===== config.mk =====
export PLATFORM = sky130hd
export DESIGN_NAME = riscv_em_result_sel
export DESIGN_NICKNAME = d
export VERILOG_FILES = /design/src/logic/riscv_em_pkg.sv /design/src/logic/riscv_em_result_sel.sv
export SDC_FILE = /design/constraint.sdc
export NUM_CORES = 1
export LEC_CHECK = 0
export BUFFER_PORTS_ARGS = -buffer_cell sky130_fd_sc_hd__buf_4
export CAP_MARGIN = 40
export CORE_AREA = 2 2 128 130
export DETAILED_ROUTE_END_ITERATION = 12
export DIE_AREA = 0 0 130 132
export GPL_TIMING_DRIVEN = 1
export SYNTH_ARGS = -nofsm -noshare
export SYNTH_HDL_FRONTEND = slang
export SYNTH_SLANG_ARGS = --single-unit

===== constraint.sdc =====
create_clock -name vclk -period 2.2
set_input_delay 0.11 -clock vclk [all_inputs]
set_output_delay 0.11 -clock vclk [all_outputs]
set_load 0.02 [all_outputs]

===== src/logic/riscv_em_pkg.sv =====
package riscv_em_pkg;

  // ~~~~~~~~~~~~~~~~~~~~~~~~~~~~~~~~~~~~~~
  // Widths
  // ~~~~~~~~~~~~~~~~~~~~~~~~~~~~~~~~~~~~~~

  typedef logic [63:0] riscv_em_xlen_t;
  typedef logic [4:0]  riscv_em_regaddr_t;
  typedef logic [6:0]  riscv_em_opcode_t;
  typedef logic [31:0] riscv_em_inst_t;
  typedef logic [15:0] riscv_em_cinst_t;

  // Data memory is 4 KiB, addressed by doubleword
  localparam int RISCV_EM_DMEM_DEPTH = 512;
  localparam int RISCV_EM_DMEM_AW    = 9;

  // ~~~~~~~~~~~~~~~~~~~~~~~~~~~~~~~~~~~~~~
  // Encodings
  // ~~~~~~~~~~~~~~~~~~~~~~~~~~~~~~~~~~~~~~

  typedef enum logic [1:0] {
    RES_ALU     = 2'd0,
    RES_LOAD    = 2'd1,
    RES_PCPLUS4 = 2'd2,
    RES_IMM     = 2'd3
  } riscv_em_resultsrc_e;

  typedef enum logic [1:0] {
    ST_BYTE   = 2'd0,
    ST_HALF   = 2'd1,
    ST_WORD   = 2'd2,
    ST_DOUBLE = 2'd3
  } riscv_em_storesrc_e;

  // Code 7 is unused and behaves as LD_D
  typedef enum logic [2:0] {
    LD_B  = 3'd0,
    LD_H  = 3'd1,
    LD_W  = 3'd2,
    LD_D  = 3'd3,
    LD_BU = 3'd4,
    LD_HU = 3'd5,
    LD_WU = 3'd6
  } riscv_em_memext_e;

  // ~~~~~~~~~~~~~~~~~~~~~~~~~~~~~~~~~~~~~~
  // Stage bundles
  // ~~~~~~~~~~~~~~~~~~~~~~~~~~~~~~~~~~~~~~

  typedef struct packed {
    logic                memw;
    logic                regw;
    riscv_em_resultsrc_e resultsrc;
    riscv_em_storesrc_e  storesrc;
    riscv_em_memext_e    memext;
  } riscv_em_ctrl_t;

  typedef struct packed {
    riscv_em_xlen_t    pcplus4;
    riscv_em_xlen_t    result;
    riscv_em_xlen_t    storedata;
    riscv_em_regaddr_t rdaddr;
    riscv_em_xlen_t    imm;
    riscv_em_opcode_t  opcode;
    riscv_em_inst_t    inst;
    riscv_em_cinst_t   cinst;
  } riscv_em_data_t;

endpackage


===== src/logic/riscv_em_result_sel.sv =====
`timescale 1ns/1ps

module riscv_em_result_sel
  import riscv_em_pkg::*;
(
  input  riscv_em_xlen_t      i_riscv_em_rdword_m,
  input  logic [2:0]          i_riscv_em_byteoff_m,
  input  riscv_em_memext_e    i_riscv_em_memext_m,
  input  riscv_em_resultsrc_e i_riscv_em_resultsrc_m,
  input  riscv_em_xlen_t      i_riscv_em_result_m,
  input  riscv_em_xlen_t      i_riscv_em_pcplus4_m,
  input  riscv_em_xlen_t      i_riscv_em_imm_m,
  output riscv_em_xlen_t      o_riscv_em_wbdata_m
);

  logic [2:0]     aligned_off;
  riscv_em_xlen_t field;
  riscv_em_xlen_t load_data;

  // ~~~~~~~~~~~~~~~~~~~~~~~~~~~~~~~~~~~~~~
  // Load field extraction
  // ~~~~~~~~~~~~~~~~~~~~~~~~~~~~~~~~~~~~~~

  // Same rounding as the store side
  always_comb
  begin : ld_align_proc
    case (i_riscv_em_memext_m)
      LD_B, LD_BU: aligned_off = i_riscv_em_byteoff_m;
      LD_H, LD_HU: aligned_off = {i_riscv_em_byteoff_m[2:1], 1'b0};
      LD_W, LD_WU: aligned_off = {i_riscv_em_byteoff_m[2], 2'b00};
      default:     aligned_off = 3'd0;
    endcase
  end

  // Addressed field lands in the low bits
  assign field = i_riscv_em_rdword_m >> {aligned_off, 3'b000};

  always_comb
  begin : ld_ext_proc
    case (i_riscv_em_memext_m)
      LD_B:    load_data = {{56{field[7]}}, field[7:0]};
      LD_H:    load_data = {{48{field[15]}}, field[15:0]};
      LD_W:    load_data = {{32{field[31]}}, field[31:0]};
      LD_BU:   load_data = {56'd0, field[7:0]};
      LD_HU:   load_data = {48'd0, field[15:0]};
      LD_WU:   load_data = {32'd0, field[31:0]};
      // LD_D and the spare code
      default: load_data = field;
    endcase
  end

  // ~~~~~~~~~~~~~~~~~~~~~~~~~~~~~~~~~~~~~~
  // Write-back source
  // ~~~~~~~~~~~~~~~~~~~~~~~~~~~~~~~~~~~~~~

  always_comb
  begin : wb_sel_proc
    o_riscv_em_wbdata_m = i_riscv_em_result_m;
    case (i_riscv_em_resultsrc_m)
      RES_LOAD:    o_riscv_em_wbdata_m = load_data;
      RES_PCPLUS4: o_riscv_em_wbdata_m = i_riscv_em_pcplus4_m;
      RES_IMM:     o_riscv_em_wbdata_m = i_riscv_em_imm_m;
      default:     o_riscv_em_wbdata_m = i_riscv_em_result_m;
    endcase
  end

endmodule


==> impl_metrics.csv, run 1 <==
group,metric,value,unit
worst_setup_path,crit_type,"in2out",
die,rows,46,
die,core-area,0.01571,mm2
synth,synthDistinctLibCells,50,
routing,routed_wl,21590,um
layout,layout.cells.non_filler,1038,
pwr,pwr_density_cell,247.4,mW/mm2
synth,synthCells,498,
worst_setup_path,crit_required,2090,ps
worst_setup_path,crit_path_end_kind,"output port",
synth,netlist_area,0.003382,mm2
timing,max_slew_margin,45.34,%
global_routing,grt_pass1_vias,5416,
status,status,"finished with violations",
timing,final_hold_viol_count,0,
pwr,power_leakage,3.133,nW
global_routing,track_usage,23.05,%
global_routing,antenna_found_initial,0,
die,start_util,21.52,%
place,placed_cells,1034,
timing,worst_pin_slew,818.2,ps
clock_tree,postCtsHoldBufs,0,
die,die_w,130,um
min_path,min_path_type,"in2out",
synth,yosys_warnings,0,
layout,antenna_cells,0,
global_routing,grt_first_pass_wirelength,30890,um
layout,syn_to_final_growth,94.12,%
synth,synth_top_cell_by_area,"mux2i_1",
timing,fmax,0.4528,GHz
routing,drt-pass1-iter-count,4,
place,gp_congestion,0.9432,
die,top_level_ports,328,
routing,routedWlPerCell,20.80,um
synth,syn_nets,762,
layout,drive_gt1_share,55.47,%
routing,dr_total_vias,5398,
layout,nets,1088,
synth,synth_top_area_share,14.21,%
routing,drt-vias-per-instance,5.200,
timing,rsz0062_at_grt,"yes",
worst_setup_path,path_max_fanout,6,
synth,yosys-top-cells-area,"mux2i_1 (14%), nand2_1 (11%), mux4_2 (9.3%)",
place,io_buffer_count,328,
layout,nFillCells,1717,
timing,drv_slew,0,
run,maxCapViolations,0,
synth,avgSynthCellArea,6.791,um2
worst_setup_path,crit_path_start,"i_riscv_em_memext_m[0]",
worst_setup_path,arrival,2100,ps
pwr,vdd_drop_max,122.7,uV
die,dieArea,0.01716,mm2
status,failed_checks,"negative setup slack",
routing,drt_iter0_drc,297,
layout,multi_input_area,0.003297,mm2
worst_setup_path,startpoint_type,"input port",
place,detailed_place_hpwl,17950,um
layout,regArea,0,um2
synth,yosysSeqAreaShare,0,%
global_routing,grt_max_degree,37,
routing,antenna_left,0,
timing,fin_crit,2209,ps
layout,num-clock-buffers,0,
pwr,total_power,1.624,mW
timing,holdWs,544.3,ps
layout,seq_cell_count,0,
routing,drc,0,
layout,final_common_cell,"buf_4",
layout,layout_common_cells,"buf_4 (360), nand2_1 (98), mux2i_1 (48)",
timing,period_share,100.4,%
timing,setup_viol,2,
die,die_h,132,um
worst_setup_path,crit_end,"o_riscv_em_wbdata_m[47]",
global_routing,grt_overflow_total,0,
timing,fin_ws,-8.524,ps
how the worst min path moves through the flow:
stage	from	to	cells after the start
detailed placement	i_riscv_em_imm_m[59]	o_riscv_em_wbdata_m[59]	4
floorplan	i_riscv_em_result_m[12]	o_riscv_em_wbdata_m[12]	2
global placement	i_riscv_em_imm_m[38]	o_riscv_em_wbdata_m[38]	4
finish	i_riscv_em_imm_m[37]	o_riscv_em_wbdata_m[37]	4
CTS	i_riscv_em_imm_m[59]	o_riscv_em_wbdata_m[59]	4
global route	i_riscv_em_imm_m[36]	o_riscv_em_wbdata_m[36]	4
report_power, final:
part	switching, mW	leakage (nW)	internal [mW]	total [mW]
combinational	0.795	3.13	0.829	1.62
clock	0	0	0	0
sequential	0	0	0	0
critical path, cell delays in order:
cell       delay [ps]
buf_4             130
or3b_4            440
o2111ai_2         210
nor3_2            100
o21a_4            250
o221ai_4          240
buf_12            180
buf_6             120
o2111ai_1         110
buf_4             200
stage by stage:
step                      util, %  setup slack [ps]  setup TNS, ps  instance area, um2
after floorplan                 -             290.5              0                3382
after global placement      40.00            -40.75         -68.81                6285
after detailed placement    40.00            -32.54         -47.75                6285
after CTS                   40.04             1.440              0                6291
after global routing        41.78            -75.61          -1424                6565
final                       41.78            -8.524         -10.17                6565
cells by family (layout without fill, tap and decap cells):
kind of cell,after synthesis,count (layout),synth area share (%)
AOI/OAI and AO/OA,184,184,37.11
buffers and inverters,56,380,7.695
muxes,88,88,32.19
and+or+nand+nor,170,170,23.01
per-layer routing:
layer  GRT usage, %  up-vias  share of wire (%)  routed length (um)
met4          3.823        0                2.0                 430
li1               -     2569                  -                   -
met5              0        -                  0                   0
met3          2.841       22                7.9                1702
met2          42.29      263                 50               10800
met1          28.87     2544                 40                8657
cell type report:
type	instances	area share [%]
multi-input combinational	442	50.22
timing repair buffer	377	45.44
tap	216	4.117
inverter	3	0.2287
cell usage after synthesis, types with 2 or more instances:
library cell  count
a21oi_1          39
mux2_2           26
o22ai_1          25
a221oi_1          4
nor4bb_1          2
nand2b_1          8
o21ai_1           2
nor2b_1           9
buf_4             2
o21ai_0          39
a31oi_1          10
o2111ai_1        33
nor2_1           22
nand3_1           5
nor3_1            9
o211ai_1          6
buf_1             4
o22a_1            3
clkbuf_1         33
mux4_2           14
or2_2             4
a2bb2oi_1         2
inv_1             3
and4_1            2
nand2_1          98
o21a_1            2
a221oi_2          2
mux2i_1          48
and3b_1           2
a211oi_1          4
buf_6             4
o221ai_1          4
buf_2            10
or2b_1            2
what timing repair did:
| item | CTS | global route |
|---|---|---|
| buffers inserted | 0 | 2 |
| gates resized for setup | 2 | 37 |
| gates cloned | 0 | 2 |
| endpoints found under the setup margin | 4 | 48 |
| pin swaps | 0 | 10 |
Note: power is estimated with default switching activity, not from simulation.
==> run 2, diff against run 1 <==
BUFFER_PORTS_ARGS = default   (was -buffer_cell sky130_fd_sc_hd__buf_4)
DONT_BUFFER_PORTS = 1   (was default)
==> impl_metrics.csv, run 2 (synthesis results as in run 1) <==
group,metric,value,unit
timing,fmax,0.4753,GHz
worst_setup_path,crit_top_cell,"o2111ai_1",
pwr,combPwrFrac,100.0,%
routing,drt-vias-per-instance,5.919,
timing,max_slew_margin,67.89,%
pwr,seq_power_share,0,%
timing,tns,0,ps
min_path,min_path_type,"in2out",
worst_setup_path,worstPathCellList,"or3b_1 -> o2111ai_1 -> nor3_1 -> o21a_4 -> o221ai_4 -> buf_12 -> o2111ai_1 -> buf_4",
die,core-area,0.01571,mm2
routing,drt-pass1-iter-count,5,
timing,drv_slew,0,
pwr,power.internal,0.4751,mW
die,top_level_ports,328,
global_routing,grt_first_pass_wirelength,27630,um
place,io_buffer_count,0,
status,status,"complete, no violations",
routing,routedWlPerCell,26.76,um
timing,final_hold_viol_count,0,
layout,syn_to_final_growth,22.01,%
layout,seq_cell_count,0,
layout,nets,797,
layout,regArea,0,um2
die,start_util,21.52,%
layout,design_area,0.004126,mm2
layout,num-clock-buffers,0,
clock_tree,postCtsHoldBufs,0,
layout,final_common_cell,"nand2_1",
timing,fin_ws,95.96,ps
timing,rsz0062_at_grt,"no",
routing,drt_iter0_drc,278,
worst_setup_path,path_max_fanout,38,
worst_setup_path,crit_required,2090,ps
run,maxCapViolations,0,
worst_setup_path,startpoint_type,"input port",
place,place_ws,93.02,ps
routing,dr_total_vias,4433,
place,detailed_place_hpwl,16660,um
pwr,vdd_drop_max,92.05,uV
die,die_w,130,um
layout,layout_common_cells,"nand2_1 (98), buf_4 (81), mux2i_1 (48)",
place,place_area,0.004118,mm2
timing,setup_viol,0,
worst_setup_path,arrival,1990,ps
global_routing,grt_overflow_total,0,
layout,drive_gt1_share,26.37,%
routing,drc,0,
worst_setup_path,crit_slowest_cell,"or3b_1",
pwr,total_power,1.046,mW
pwr,p_clk_share,0,%
place,gp_congestion,0.8735,
global_routing,grt_pass1_vias,4363,
timing,period_share,95.64,%
pwr,pwr_density_cell,253.4,mW/mm2
pwr,power_leakage,1.631,nW
global_routing,track_usage,21.46,%
global_routing,grt_max_degree,80,
die,dieArea,0.01716,mm2
die,rows,46,
pwr,p_sw,0.5706,mW
layout,nFillCells,1749,
routing,routed_wl,20040,um
worst_setup_path,crit_path_end_kind,"output port",
worst_setup_path,crit_path_max_incr_delay,500,ps
worst_setup_path,crit_type,"in2out",
timing,fin_crit,2104,ps
pwr,p_sw_share,54.57,%
die,die_h,132,um
routing,antenna_left,0,
global_routing,antenna_found_initial,2,
timing,worst_pin_slew,469.5,ps
## run 2: power groups by stage
stage                 Clock [mW]  Sequential (mW)  Combinational, mW
floorplan                      0                0              0.729
global placement               0                0               1.04
detailed placement             0                0               1.05
CTS                            0                0               1.05
global route        0.0000000608                0               1.12
finish               0.000000122                0               1.05
## run 2: worst paths after layout
path | from | end | slack [ps] | cells past startpoint
max | i_riscv_em_memext_m[1] | o_riscv_em_wbdata_m[55] | 100 | 8
min | i_riscv_em_resultsrc_m[1] | o_riscv_em_wbdata_m[31] | 440 | 2
## run 2: final cells by class
class | instances | area (um2) | share of cell area, %
antenna | 2 | 5.005 | 0.1213
inverter | 3 | 11.26 | 0.2729
multi-input combinational | 442 | 3132 | 75.89
tap | 216 | 270.3 | 6.549
timing repair buffer | 86 | 708.2 | 17.16
## run 2: through the flow
| step | util (%) | hold WS [ps] | std cells |
|---|---|---|---|
| 2_1_floorplan | - | 462.8 | 498 |
| 6_report | 26.26 | 436.2 | 749 |
| 3_5_place_dp | 26.21 | 431.3 | 747 |
| 3_3_place_gp | 26.21 | 428.0 | 747 |
| 4_1_cts | 26.21 | 431.7 | 747 |
| 5_1_grt | 26.25 | 443.8 | 748 |
## run 2: worst max-delay path, delay by kind of cell
family                 cells  cell delay [ps]
buffers and inverters      2              420
AOI/OAI and AO/OA          4              830
and+or+nand+nor            2              620
## run 2: layer usage
metal | GRT usage (%) | routed length (um)
met5 | 0 | 0
met3 | 4.424 | 1815
met4 | 6.272 | 674
met1 | 24.58 | 7579
met2 | 39.50 | 9972
## run 2: what timing repair did
action,in CTS,in global routing
setup endpoints to repair,0,1
gates resized for setup,0,1
setup buffers,0,0
==> run 3, diff against run 2 <==
==> constraint.sdc (replaced) <==
create_clock -name vclk -period 2.2
set_input_delay 0.11 -clock vclk [all_inputs]
set_output_delay 0.11 -clock vclk [all_outputs]
set_load 0.01 [all_outputs]
==> impl_metrics.csv, run 3 (synthesis results as in run 1) <==
group,metric,value,unit
min_path,hold_start,"i_riscv_em_memext_m[1]",
layout,regArea,0,um2
worst_setup_path,startpoint_type,"input port",
place,io_buffer_count,0,
timing,fmax,0.4844,GHz
global_routing,grt_first_pass_wirelength,27040,um
die,die_w,130,um
routing,routedWlPerCell,27.22,um
timing,fin_ws,135.4,ps
routing,drt-pass1-iter-count,5,
worst_setup_path,crit_required,2090,ps
timing,max_slew_margin,64.15,%
layout,multi_input_area,0.003128,mm2
layout,final_common_cell,"nand2_1",
place,detailed_place_hpwl,16430,um
worst_setup_path,crit_buf_inv,2,
timing,setup_viol,0,
routing,antenna_left,0,
pwr,pwr_density_cell,221.2,mW/mm2
clock_tree,postCtsHoldBufs,0,
timing,final_hold_viol_count,0,
layout,syn_to_final_growth,16.43,%
pwr,vdd_drop_max,66.60,uV
worst_setup_path,crit_type,"in2out",
place,place_ws,146.6,ps
layout,design_area,0.003938,mm2
global_routing,grt_max_degree,80,
routing,routed_wl,19760,um
global_routing,track_usage,21.16,%
die,top_level_ports,328,
worst_setup_path,crit_path_end_kind,"output port",
global_routing,antenna_found_initial,4,
timing,period_share,93.85,%
worst_setup_path,crit_slowest_cell,"a221oi_2",
layout,drive_gt1_share,22.83,%
worst_setup_path,arrival,1950,ps
clock_tree,cts_setup_buffers,0,
min_path,hold_end,"o_riscv_em_wbdata_m[20]",
die,die_h,132,um
routing,dr_total_vias,4292,
worst_setup_path,path_delay_family,"compound AO/OA/AOI/OAI gates",
die,core-area,0.01571,mm2
timing,drv_slew,0,
global_routing,grt_overflow_total,0,
status,status,"complete, no violations",
timing,tns,0,ps
routing,drt_iter0_drc,331,
worst_setup_path,crit_path_max_incr_delay,380,ps
pwr,power_leakage,1.516,nW
worst_setup_path,worstPathCellList,"or2b_1 -> a31o_2 -> a221oi_2 -> a211oi_4 -> o221ai_4 -> buf_12 -> o2111ai_1 -> buf_4",
min_path,min_path_cells,2,
layout,num-clock-buffers,0,
routing,drc,0,
die,start_util,21.52,%
worst_setup_path,path_max_fanout,32,
place,gp_congestion,0.8628,
layout,seq_cell_count,0,
global_routing,grt_pass1_vias,4157,
place,place_area,0.003933,mm2
layout,layout_common_cells,"nand2_1 (98), buf_4 (59), mux2i_1 (48)",
min_path,min_path_type,"in2out",
routing,drt-vias-per-instance,5.912,
die,rows,46,
timing,worst_pin_slew,524.2,ps
die,dieArea,0.01716,mm2
clock_tree,ctsResizeCount,0,
timing,rsz0062_at_grt,"no",
layout,nets,774,
run,maxCapViolations,0,
layout,nFillCells,1774,
timing,fin_crit,2065,ps
run 3: stage by stage:
step / power, mW / util [%] / instances / hold slack, ps
3_5_place_dp: 0.8789 / 25.03 / 724 / 373.6
3_3_place_gp: 0.8779 / 25.03 / 724 / 376.8
4_1_cts: 0.8823 / 25.03 / 724 / 374.7
5_1_grt: 0.9436 / 25.04 / 725 / 398.1
6_report: 0.8708 / 25.06 / 726 / 398.1
2_1_floorplan: 0.6238 / - / 498 / 391.8
run 3: worst max path at each step:
stage	start	to	slack, ps	cells after the start
after global placement	i_riscv_em_memext_m[1]	o_riscv_em_wbdata_m[31]	180	8
after global routing	i_riscv_em_byteoff_m[0]	o_riscv_em_wbdata_m[52]	50	8
after CTS	i_riscv_em_byteoff_m[0]	o_riscv_em_wbdata_m[49]	140	8
after floorplan	i_riscv_em_memext_m[1]	o_riscv_em_wbdata_m[32]	400	8
after detailed placement	i_riscv_em_byteoff_m[0]	o_riscv_em_wbdata_m[49]	150	8
final	i_riscv_em_byteoff_m[0]	o_riscv_em_wbdata_m[52]	140	8
run 3: area by class of cell:
| cell class | instances | area share [%] |
|---|---|---|
| multi-input combinational | 442 | 79.44 |
| antenna | 2 | 0.1271 |
| timing repair buffer | 63 | 13.28 |
| tap | 216 | 6.864 |
| inverter | 3 | 0.2860 |
run 3: power by group:
group	total [mW]	internal [mW]	switching [mW]
Clock	0.000000122	0.000000122	0
Sequential	0	0	0
Combinational	0.871	0.420	0.451
Total	0.871	0.420	0.451
run 3: routing by layer:
metal / routed length, um / vias to the layer above / global-route usage [%]
met5: 34 / - / 0
met4: 577 / 4 / 4.779
met3: 1669 / 28 / 4.464
met2: 9774 / 276 / 38.31
met1: 7708 / 2038 / 25.28
li1: - / 1946 / -
