==> src/logic/riscv_em_pkg.sv <==
package riscv_em_pkg;

  // ~~~~~~~~~~~~~~~~~~~~~~~~~~~~~~~~~~~~~~
  // Widths
  // ~~~~~~~~~~~~~~~~~~~~~~~~~~~~~~~~~~~~~~

  typedef logic [63:0] riscv_em_xlen_t;
  typedef logic [4:0]  riscv_em_regaddr_t;
  typedef logic [6:0]  riscv_em_opcode_t;
  typedef logic [31:0] riscv_em_inst_t;
  typedef logic [15:0] riscv_em_cinst_t;

  // Data memory is 4 KiB, addressed by doubleword
  localparam int RISCV_EM_DMEM_DEPTH = 512;
  localparam int RISCV_EM_DMEM_AW    = 9;

  // ~~~~~~~~~~~~~~~~~~~~~~~~~~~~~~~~~~~~~~
  // Encodings
  // ~~~~~~~~~~~~~~~~~~~~~~~~~~~~~~~~~~~~~~

  typedef enum logic [1:0] {
    RES_ALU     = 2'd0,
    RES_LOAD    = 2'd1,
    RES_PCPLUS4 = 2'd2,
    RES_IMM     = 2'd3
  } riscv_em_resultsrc_e;

  typedef enum logic [1:0] {
    ST_BYTE   = 2'd0,
    ST_HALF   = 2'd1,
    ST_WORD   = 2'd2,
    ST_DOUBLE = 2'd3
  } riscv_em_storesrc_e;

  // Code 7 is unused and behaves as LD_D
  typedef enum logic [2:0] {
    LD_B  = 3'd0,
    LD_H  = 3'd1,
    LD_W  = 3'd2,
    LD_D  = 3'd3,
    LD_BU = 3'd4,
    LD_HU = 3'd5,
    LD_WU = 3'd6
  } riscv_em_memext_e;

  // ~~~~~~~~~~~~~~~~~~~~~~~~~~~~~~~~~~~~~~
  // Stage bundles
  // ~~~~~~~~~~~~~~~~~~~~~~~~~~~~~~~~~~~~~~

  typedef struct packed {
    logic                memw;
    logic                regw;
    riscv_em_resultsrc_e resultsrc;
    riscv_em_storesrc_e  storesrc;
    riscv_em_memext_e    memext;
  } riscv_em_ctrl_t;

  typedef struct packed {
    riscv_em_xlen_t    pcplus4;
    riscv_em_xlen_t    result;
    riscv_em_xlen_t    storedata;
    riscv_em_regaddr_t rdaddr;
    riscv_em_xlen_t    imm;
    riscv_em_opcode_t  opcode;
    riscv_em_inst_t    inst;
    riscv_em_cinst_t   cinst;
  } riscv_em_data_t;

endpackage

==> src/logic/riscv_em_ppreg.sv <==
`timescale 1ns/1ps

module riscv_em_ppreg
  import riscv_em_pkg::*;
(
  input  logic           i_riscv_em_clk,
  input  logic           i_riscv_em_rst,

  // Execute-stage bundle
  input  riscv_em_ctrl_t i_riscv_em_ctrl_e,
  input  riscv_em_data_t i_riscv_em_data_e,

  // Memory-stage bundle
  output riscv_em_ctrl_t o_riscv_em_ctrl_m,
  output riscv_em_data_t o_riscv_em_data_m
);

  // ~~~~~~~~~~~~~~~~~~~~~~~~~~~~~~~~~~~~~~
  // Control fields
  // ~~~~~~~~~~~~~~~~~~~~~~~~~~~~~~~~~~~~~~

  // Clearing memw and regw keeps a reset bubble harmless
  always_ff @(posedge i_riscv_em_clk or posedge i_riscv_em_rst)
  begin : em_ctrl_proc
    if (i_riscv_em_rst)
    begin
      o_riscv_em_ctrl_m <= '0;
    end
    else
    begin
      o_riscv_em_ctrl_m <= i_riscv_em_ctrl_e;
    end
  end

  // ~~~~~~~~~~~~~~~~~~~~~~~~~~~~~~~~~~~~~~
  // Data fields
  // ~~~~~~~~~~~~~~~~~~~~~~~~~~~~~~~~~~~~~~

  // Zero after reset so the traced fields read clean
  always_ff @(posedge i_riscv_em_clk or posedge i_riscv_em_rst)
  begin : em_data_proc
    if (i_riscv_em_rst)
    begin
      o_riscv_em_data_m <= '0;
    end
    else
    begin
      o_riscv_em_data_m <= i_riscv_em_data_e;
    end
  end

endmodule

==> config.mk <==
export PLATFORM = sky130hd
export DESIGN_NAME = riscv_em_ppreg
export DESIGN_NICKNAME = d
export VERILOG_FILES = /design/src/logic/riscv_em_pkg.sv /design/src/logic/riscv_em_ppreg.sv
export SDC_FILE = /design/constraint.sdc
export NUM_CORES = 1
export LEC_CHECK = 0
export ABC_AREA = 1
export BUFFER_PORTS_ARGS = -buffer_cell sky130_fd_sc_hd__buf_2
export CAP_MARGIN = 40
export CORE_AREA = 2 2 254 256
export DETAILED_ROUTE_END_ITERATION = 10
export DIE_AREA = 0 0 256 258
export GPL_TIMING_DRIVEN = 0
export PLACE_DENSITY = 0.31
export SYNTH_ARGS = -nofsm -noshare
export SYNTH_HDL_FRONTEND = slang
export SYNTH_SLANG_ARGS = --single-unit
==> constraint.sdc <==
create_clock -name i_riscv_em_clk -period 16.75 [get_ports i_riscv_em_clk]
set_input_delay 3.35 -clock i_riscv_em_clk [delete_from_list [all_inputs] [get_ports i_riscv_em_clk]]
set_output_delay 3.35 -clock i_riscv_em_clk [all_outputs]
set_load 0.01 [all_outputs]
==> results.toml, run 1 <==
[run_status]
status = "completed"

[yosys]
synth_cell_types = 2
ys_seq_area_frac = 1.00
synthArstFlopShare = 1.00
synth_commonest_cells = "dfrtp_1, inv_1"
synth_most_common_cell = "dfrtp_1"
ys.flop_type = "dfrtp_1"
synth_top_area_frac = 1.00
netlist_instances = 326
synth_edf_count = 0
syn_avg_cell_area_um2 = 25.0
yosys_warnings = 0
synth_top_cell_by_area = "dfrtp_1"
synth_area_leaders = "dfrtp_1, inv_1"
ys_ff_latch = 325
synth.cell_area_um2 = 8140
syn_nets = 653

[layout]
stdcell_count = 1903
syn2layout_area_growth_pct = 69.3
ff_latch_area_um2 = 8130
multi_input_area_um2 = 0
layout-drive-gt1-share = 0.681
fillers = 6887
multi_input_gates = 0
design_area_um2 = 13800
fin_nets = 1346

[placement]
gp_congestion = 0.766
post-dp-hpwl_um = 21400
portBuffers = 651
post_dp_cell_area_um2 = 12500
place_inst = 1834

[sta]
slew-limit-headroom = 0.495
worst_pin_slew_ns = 0.758
slew_viol_final = 0
max_freq_ghz = 0.221
setup_tns_ns = 0
period_needed_ns = 4.52
finalSetupViolCount = 0
rsz0062_at_grt = "no"
fin_crit_sh = 0.270
finalHoldViolCount = 0

[global_routing]
use_met3 = 0.0395
grt_pass1_vias = 6040
grt_overflow = 0
grt.met2_usage = 0.138
top_usage_layer = "met2"
grt.total_usage = 0.0800
grt_pass1_wl_um = 39100
met1_usage = 0.0820
grt_max_degree = 114
antenna_found_initial = 2

[clocking]
cts_root_buffer = "clkbuf_16"
ctsLongestPathBuffers = 3
h-tree-depth = 2
cts_buffers = 38
post-cts-setup-buffers = 0
cts_num_sinks = 325
cts_resized = 0
clkTransAtPathRegs_ns = 0.06
cts_tree = "built"
cts.hold.buffers_added = 0

[route]
vias_per_cell = 2.85
drtIter0Drc = 178
drt_wl_total_um = 27600
ant_nets = 0
wire_per_inst_um = 14.5
drc = 0
drtPass1Iterations = 3
vias = 5427

[critical_path]
cp_max_fo = 1
critPathKind = "reg -> out"
cp-end-kind = "output port"
crit_buf_inv = 1
critPathArrivalTime_ns = 1.17
crit_path_start_kind = "register"
crit_family = "flip-flops"
cp_slowest_cell = "dfrtp_1"
crit_path_cell_trace = "buf_2"
cp.required_ns = 13.40
max_stage_delay_ns = 0.44

[power]
powerDensity_nw_per_um2 = 129
p_leak_nw = 7.00
ir_drop_v = 0.0000667
power_mw = 1.78

[floorplan]
core_um2 = 63600
io_pins = 652
rows = 93
die_h_um = 258
dieArea_um2 = 66000
start_util = 0.128
fp.dieW_um = 256

[hold_path]
hold_path_class = "in -> reg"

[run]
maxCapViolCount = 0
## final timing paths
kind                                                  from                               end  depth (start not counted)
worst max-delay path       o_riscv_em_data_m[53]$_DFF_PP0_             o_riscv_em_data_m[53]                          1
worst min-delay path                i_riscv_em_data_e[221]  o_riscv_em_data_m[221]$_DFF_PP0_                          1
max in group asynchronous                   i_riscv_em_rst    o_riscv_em_ctrl_m[0]$_DFF_PP0_                          3
min in group asynchronous                   i_riscv_em_rst   o_riscv_em_data_m[88]$_DFF_PP0_                          2
## through the flow
stage	hold slack [ns]	worst slack (ns)	utilization
2_1_floorplan	3.38	4.40	-
3_3_place_gp	3.46	0.440	0.196
3_5_place_dp	3.46	12.10	0.197
4_1_cts	2.85	12.20	0.216
5_1_grt	2.86	12.18	0.216
6_report	2.91	12.23	0.216
## state kept, by name, indices dropped and copies added, names as in the netlist
| name | flops |
|---|---|
| o_riscv_em_data_m | 316 |
| o_riscv_em_ctrl_m | 9 |
## routing by layer
metal / vias up / wire, um
met2: 368 / 14100
met3: 53 / 3030
met5: - / 13
met4: 2 / 859
met1: 2599 / 9520
li1: 2405 / -
## layout by cell type, fill, tap and decap left out, drive strengths merged
| cell | synthesis | routed |
|---|---|---|
| clkinv | 0 | 11 |
| bufinv | 0 | 4 |
| clkbuf | 0 | 51 |
| diode | 0 | 1 |
| inv | 1 | 3 |
| buf | 0 | 653 |
| dfrtp | 325 | 325 |
## kinds of logic (layout without fill, tap and decap cells)
family                 count (synthesis)  in the layout  synth area share
flip-flops                           325            325              1.00
buffers and inverters                  1            722          0.000461
other                                  0              1                 0
## power breakdown
group | internal, mW | switching (mW) | total, mW | leakage, nW
sequential | 0.825 | 0.0102 | 0.835 | 3.79
combinational | 0.0544 | 0.0665 | 0.121 | 2.59
clock | 0.499 | 0.327 | 0.826 | 0.619
## layout make-up
cell class,count,area share
flip-flops and latches,325,0.590
repair buffers,653,0.241
well taps,855,0.0777
clock buffers,51,0.0755
clock inverters,17,0.0148
inverters,1,0.000818
diodes,1,0.000182
No activity file was read; power rests on OpenSTA's default activity.
==> run 2, diff against run 1 <==
--- a/config.mk
+++ b/config.mk
@@ -5,14 +5,14 @@
 export SDC_FILE = /design/constraint.sdc
 export NUM_CORES = 1
 export LEC_CHECK = 0
-export ABC_AREA = 1
+export ABC_AREA = 0
 export BUFFER_PORTS_ARGS = -buffer_cell sky130_fd_sc_hd__buf_2
 export CAP_MARGIN = 40
-export CORE_AREA = 2 2 254 256
+export CORE_AREA = 2 2 256 258
 export DETAILED_ROUTE_END_ITERATION = 10
-export DIE_AREA = 0 0 256 258
+export DIE_AREA = 0 0 258 260
 export GPL_TIMING_DRIVEN = 0
-export PLACE_DENSITY = 0.31
+export PLACE_DENSITY = 0.32
 export SYNTH_ARGS = -nofsm -noshare
 export SYNTH_HDL_FRONTEND = slang
 export SYNTH_SLANG_ARGS = --single-unit
==> constraint.sdc (replaced) <==
create_clock -name i_riscv_em_clk -period 4 [get_ports i_riscv_em_clk]
set_input_delay 0.8 -clock i_riscv_em_clk [delete_from_list [all_inputs] [get_ports i_riscv_em_clk]]
set_output_delay 0.8 -clock i_riscv_em_clk [all_outputs]
set_load 0.01 [all_outputs]
==> run 2 against run 1 <==
Effect of this change: global-route usage is 0.57 points higher; highest routed layer unchanged; largest cell class unchanged; critical path depth stayed put; hold slack worse by 2.6 ns; total power grew to 4.3 times the previous value; utilization is 0.25 points higher; combinational power grew to 4.4 times the previous value; via count is 1.6% higher; critical endpoint is now o_riscv_em_data_m[33]; critical path type unchanged; die area is 1.6% higher.
==> results.toml, run 2 (synthesis gave the netlist of run 1 again) <==
[layout]
stdcell_count = 1920
layout-drive-gt1-share = 0.683
fillers = 6903
largestRegisters = "o_riscv_em_data_m x316, o_riscv_em_ctrl_m x9"
multi_input_gates = 0
layout_commonest_cell = "buf_2"
layout_common_cells = "buf_2, dfrtp_1, clkbuf_16"
largest_register = "o_riscv_em_data_m"
multi_input_area_um2 = 0
syn2layout_area_growth_pct = 72.5
ff_latch_area_um2 = 8130
largest_reg_flops = 316
fin_nets = 1356

[floorplan]
io_pins = 652
core_um2 = 64100
dieArea_um2 = 67100
rows = 93
start_util = 0.127
die_h_um = 260
fp.dieW_um = 258

[critical_path]
cp_slowest_cell = "dfrtp_1"
max_stage_delay_ns = 0.42
cp.required_ns = 3.20
critPathKind = "reg -> out"
critPathArrivalTime_ns = 1.15
crit_path_cell_trace = "buf_2"
crit_buf_inv = 1
cp-end-kind = "output port"
cp_max_fo = 1
crit_path_start_kind = "register"
path_depth = 1
crit_family = "flip-flops"

[route]
wire_per_inst_um = 15.6
vias_per_cell = 2.87
drt_wl_total_um = 29900
drtIter0Drc = 225
drtPass1Iterations = 3
ant_nets = 0
vias = 5512
drc = 0

[clocking]
post-cts-setup-buffers = 0
cts_num_sinks = 325
cts_tree = "built"
h-tree-depth = 2
cts_buffers = 40
clkTransAtPathRegs_ns = 0.06
ctsLongestPathBuffers = 3
cts_resized = 0
cts.hold.buffers_added = 0
cts_root_buffer = "clkbuf_16"

[sta]
finalSetupViolCount = 0
worst_pin_slew_ns = 0.541
rsz0062_at_grt = "no"
max_freq_ghz = 0.512
setup_tns_ns = 0
fin_crit_sh = 0.488
slew-limit-headroom = 0.639
finalHoldViolCount = 0
period_needed_ns = 1.95
slew_viol_final = 0

[global_routing]
grt_pass1_wl_um = 42000
grt_pass1_vias = 6252
antenna_found_initial = 13
grt_overflow = 0
grt.total_usage = 0.0856
grt_max_degree = 40

[placement]
place_inst = 1842
portBuffers = 651
post-dp-hpwl_um = 23800
gp_congestion = 0.706

[power]
p_leak_nw = 7.10
ir_drop_v = 0.000325
powerDensity_nw_per_um2 = 551

[run_status]
status = "completed"

[hold_path]
hold_path_class = "in -> async"

[run]
maxCapViolCount = 0
## run 2: cell count changes in the layout (fill, tap and decap cells not counted), sizes merged, moves of 3 or more
cell,delta
clkinv,-3
clkinvlp,+3
diode,+3
buf,+8
clkbuf,+8
## run 2: cell type report
cell class            count  share of cell area
sequential              325               0.580
timing repair buffer    661               0.246
clock buffer             59              0.0837
tap                     855              0.0762
clock inverter           15              0.0128
antenna                   4            0.000713
inverter                  1            0.000535
## run 2: path summary, 6_finish.rpt
kind	start	endpoint	slack [ns]
worst max-delay path	o_riscv_em_data_m[33]$_DFF_PP0_	o_riscv_em_data_m[33]	2.05
worst min-delay path	i_riscv_em_rst	o_riscv_em_data_m[199]$_DFF_PP0_	0.29
max in group asynchronous	i_riscv_em_rst	o_riscv_em_data_m[147]$_DFF_PP0_	2.53
min in group i_riscv_em_clk	i_riscv_em_data_e[242]	o_riscv_em_data_m[242]$_DFF_PP0_	0.35
## run 2: stage by stage
step / utilization / worst slack [ns] / cell area [um2] / hold WS (ns) / total power, mW
after floorplan: - / -1.14 / 8140 / 0.831 / 3.70
after global placement: 0.194 / -3.39 / 12500 / 0.908 / 4.10
after detailed placement: 0.198 / 1.87 / 12700 / 0.878 / 4.11
after CTS: 0.219 / 1.91 / 14000 / 0.248 / 7.93
after global routing: 0.219 / 1.91 / 14000 / 0.295 / 8.12
final: 0.219 / 2.05 / 14000 / 0.294 / 7.73
## run 2: report_power, final
| part | internal [mW] | total, mW | leakage [nW] | switching (mW) |
|---|---|---|---|---|
| logic | 0.242 | 0.535 | 2.66 | 0.293 |
| clock network | 2.24 | 3.70 | 0.661 | 1.45 |
| registers | 3.45 | 3.50 | 3.79 | 0.0425 |
## run 2: metal layers
metal  GRT usage  part of all wire  vias to the layer above
met5           0            0.0018                        -
met4      0.0340             0.028                       10
met3      0.0427              0.12                       60
met2       0.146              0.50                      389
met1      0.0899              0.35                     2625
li1            -                 -                     2428
==> run 3, diff against run 2 <==
--- a/config.mk
+++ b/config.mk
@@ -8,11 +8,11 @@
 export ABC_AREA = 0
 export BUFFER_PORTS_ARGS = -buffer_cell sky130_fd_sc_hd__buf_2
 export CAP_MARGIN = 40
-export CORE_AREA = 2 2 256 258
+export CORE_AREA = 2 2 253 255
 export DETAILED_ROUTE_END_ITERATION = 10
-export DIE_AREA = 0 0 258 260
+export DIE_AREA = 0 0 255 257
 export GPL_TIMING_DRIVEN = 0
-export PLACE_DENSITY = 0.32
+export PLACE_DENSITY = 0.31
 export SYNTH_ARGS = -nofsm -noshare
 export SYNTH_HDL_FRONTEND = slang
 export SYNTH_SLANG_ARGS = --single-unit
==> constraint.sdc (replaced) <==
create_clock -name i_riscv_em_clk -period 2 [get_ports i_riscv_em_clk]
set_input_delay 0.4 -clock i_riscv_em_clk [delete_from_list [all_inputs] [get_ports i_riscv_em_clk]]
set_output_delay 0.4 -clock i_riscv_em_clk [all_outputs]
set_load 0.01 [all_outputs]
==> run 3 against run 2 <==
Effect of this change: final area is 23% higher; wire length is 2.4% higher; first-iteration DRC count is 34% lower; count of clock-buffer cells in the layout is 3 higher; die area is 2.3% lower; via count is 21% higher; worst setup slack worse by 1.8 ns; sequential power is 100% higher; highest routed layer is now met4; combinational power grew to 3.0 times the previous value; critical path type is now in -> async; hold slack better by 0.20 ns; global-route usage is 0.58 points higher; critical endpoint is now o_riscv_em_data_m[276]$_DFF_PP0_.
==> results.toml, run 3 (synthesis gave the netlist of run 1 again) <==
[layout]
fillers = 6508
final_core_util = 0.274
largest_register = "o_riscv_em_data_m"
layout_common_cells = "buf_2, dlygate4sd3_1, dfrtp_1"
layout_commonest_cell = "buf_2"
largestRegisters = "o_riscv_em_data_m x316, o_riscv_em_ctrl_m x9"
fin_nets = 1681
multi_input_area_um2 = 0
antenna_cells = 0
syn2layout_area_growth_pct = 111
layout-drive-gt1-share = 0.519
largest_reg_flops = 316
multi_input_gates = 0
stdcell_count = 2228

[critical_path]
critPathArrivalTime_ns = 2.50
crit_top_cell = "buf_12"
crit_path_start_kind = "input port"
max_stage_delay_ns = 0.53
cp_slowest_cell = "dlygate4sd3_1"
critPathKind = "in -> async"
cp_max_fo = 38
crit_buf_inv = 8
cp.required_ns = 2.73
crit_path_cell_trace = "dlygate4sd3_1, buf_2, clkinvlp_4, buf_12, buf_12, buf_16, buf_12, buf_12"
crit_family = "buffers and inverters"
cp-end-kind = "asynchronous set/reset pin"

[floorplan]
fp.dieW_um = 255
io_pins = 652
dieArea_um2 = 65500
rows = 92
core_um2 = 62700
die_h_um = 257
start_util = 0.130

[sta]
period_needed_ns = 1.78
whs_ns = 0.494
fin_crit_sh = 0.888
slew-limit-headroom = 0.529
worst_pin_slew_ns = 0.705
slew_viol_final = 0
max_freq_ghz = 0.563
finalHoldViolCount = 0
worst_slack_ns = 0.225
finalSetupViolCount = 0
rsz0062_at_grt = "no"

[global_routing]
grt_max_degree = 39
antenna_found_initial = 0
grt.total_usage = 0.0915
grt_overflow = 0
grt_pass1_vias = 7738
grt_pass1_wl_um = 45200

[clocking]
cts_root_buffer = "clkbuf_16"
h-tree-depth = 2
cts_num_sinks = 325
cts_tree = "built"
cts_buffers = 39
ctsLongestPathBuffers = 3
clkTransAtPathRegs_ns = 0.06

[route]
drtIter0Drc = 149
drtPass1Iterations = 4
drt_wl_total_um = 30700
vias_per_cell = 3.00
ant_nets = 0
wire_per_inst_um = 13.8
drc = 0
vias = 6681

[run]
maxCapViolCount = 0

[power]
ir_drop_v = 0.000605
powerDensity_nw_per_um2 = 908
p_leak_nw = 8.43

[placement]
place_inst = 1832
gp_congestion = 0.712
post-place-ws_ns = -0.0990
portBuffers = 651
post-dp-hpwl_um = 22800

[hold_path]
hold_start = "i_riscv_em_data_e[203]"
whs_endpoint = "o_riscv_em_data_m[203]$_DFF_PP0_"
hold_path_class = "in -> reg"
hold_depth = 2

[run_status]
status = "completed"
-- run 3: stage by stage --
step / cell area, um2 / total power, mW / TNS [ns]
2_1_floorplan: 8140 / 7.40 / -889.44
3_3_place_gp: 12500 / 8.18 / -1593.79
3_5_place_dp: 12600 / 8.20 / -3.43
4_1_cts: 17200 / 16.0 / 0
5_1_grt: 17200 / 16.4 / 0
6_report: 17200 / 15.6 / 0
-- run 3: power breakdown --
| group | internal, mW | switching (mW) | total, mW | leakage, nW |
|---|---|---|---|---|
| Sequential | 6.91 | 0.0851 | 6.99 | 3.79 |
| Combinational | 0.899 | 0.677 | 1.58 | 4.01 |
| Clock | 4.31 | 2.73 | 7.04 | 0.626 |
-- run 3: how the worst max path moves through the flow --
stage	from	to	slack, ns	cells past startpoint
final	i_riscv_em_rst	o_riscv_em_data_m[276]$_DFF_PP0_	0.22	8
after global routing	i_riscv_em_rst	o_riscv_em_data_m[199]$_DFF_PP0_	0.008	8
after CTS	i_riscv_em_rst	o_riscv_em_data_m[97]$_DFF_PP0_	0.17	8
after detailed placement	i_riscv_em_rst	o_riscv_em_data_m[295]$_DFF_PP0_	-0.1	7
after global placement	i_riscv_em_rst	o_riscv_em_data_m[151]$_DFF_PP0_	-4.96	2
after floorplan	i_riscv_em_rst	o_riscv_em_ctrl_m[0]$_DFF_PP0_	-2.74	1
-- run 3: cell type report --
type,instances,area [um2],share of cell area
clock buffer,62,1180,0.0689
clock inverter,7,92.6,0.00538
inverter,1,7.51,0.000437
sequential,325,8130,0.473
tap,846,1060,0.0616
timing repair buffer,987,6720,0.391
-- run 3: metal layers --
metal | routed length, um | global-route usage | up-vias
met5 | 0 | 0 | -
met4 | 1090 | 0.0401 | 0
met3 | 2700 | 0.0317 | 62
met2 | 17200 | 0.178 | 317
met1 | 9630 | 0.0842 | 3229
li1 | - | - | 3073
-- run 3: timing repair --
item | CTS | global route
setup buffers | 0 | 0
hold buffers | 327 | 0
hold endpoints to repair | 341 | 0
endpoints found under the setup margin | 0 | 22
gates resized for setup | 0 | 1
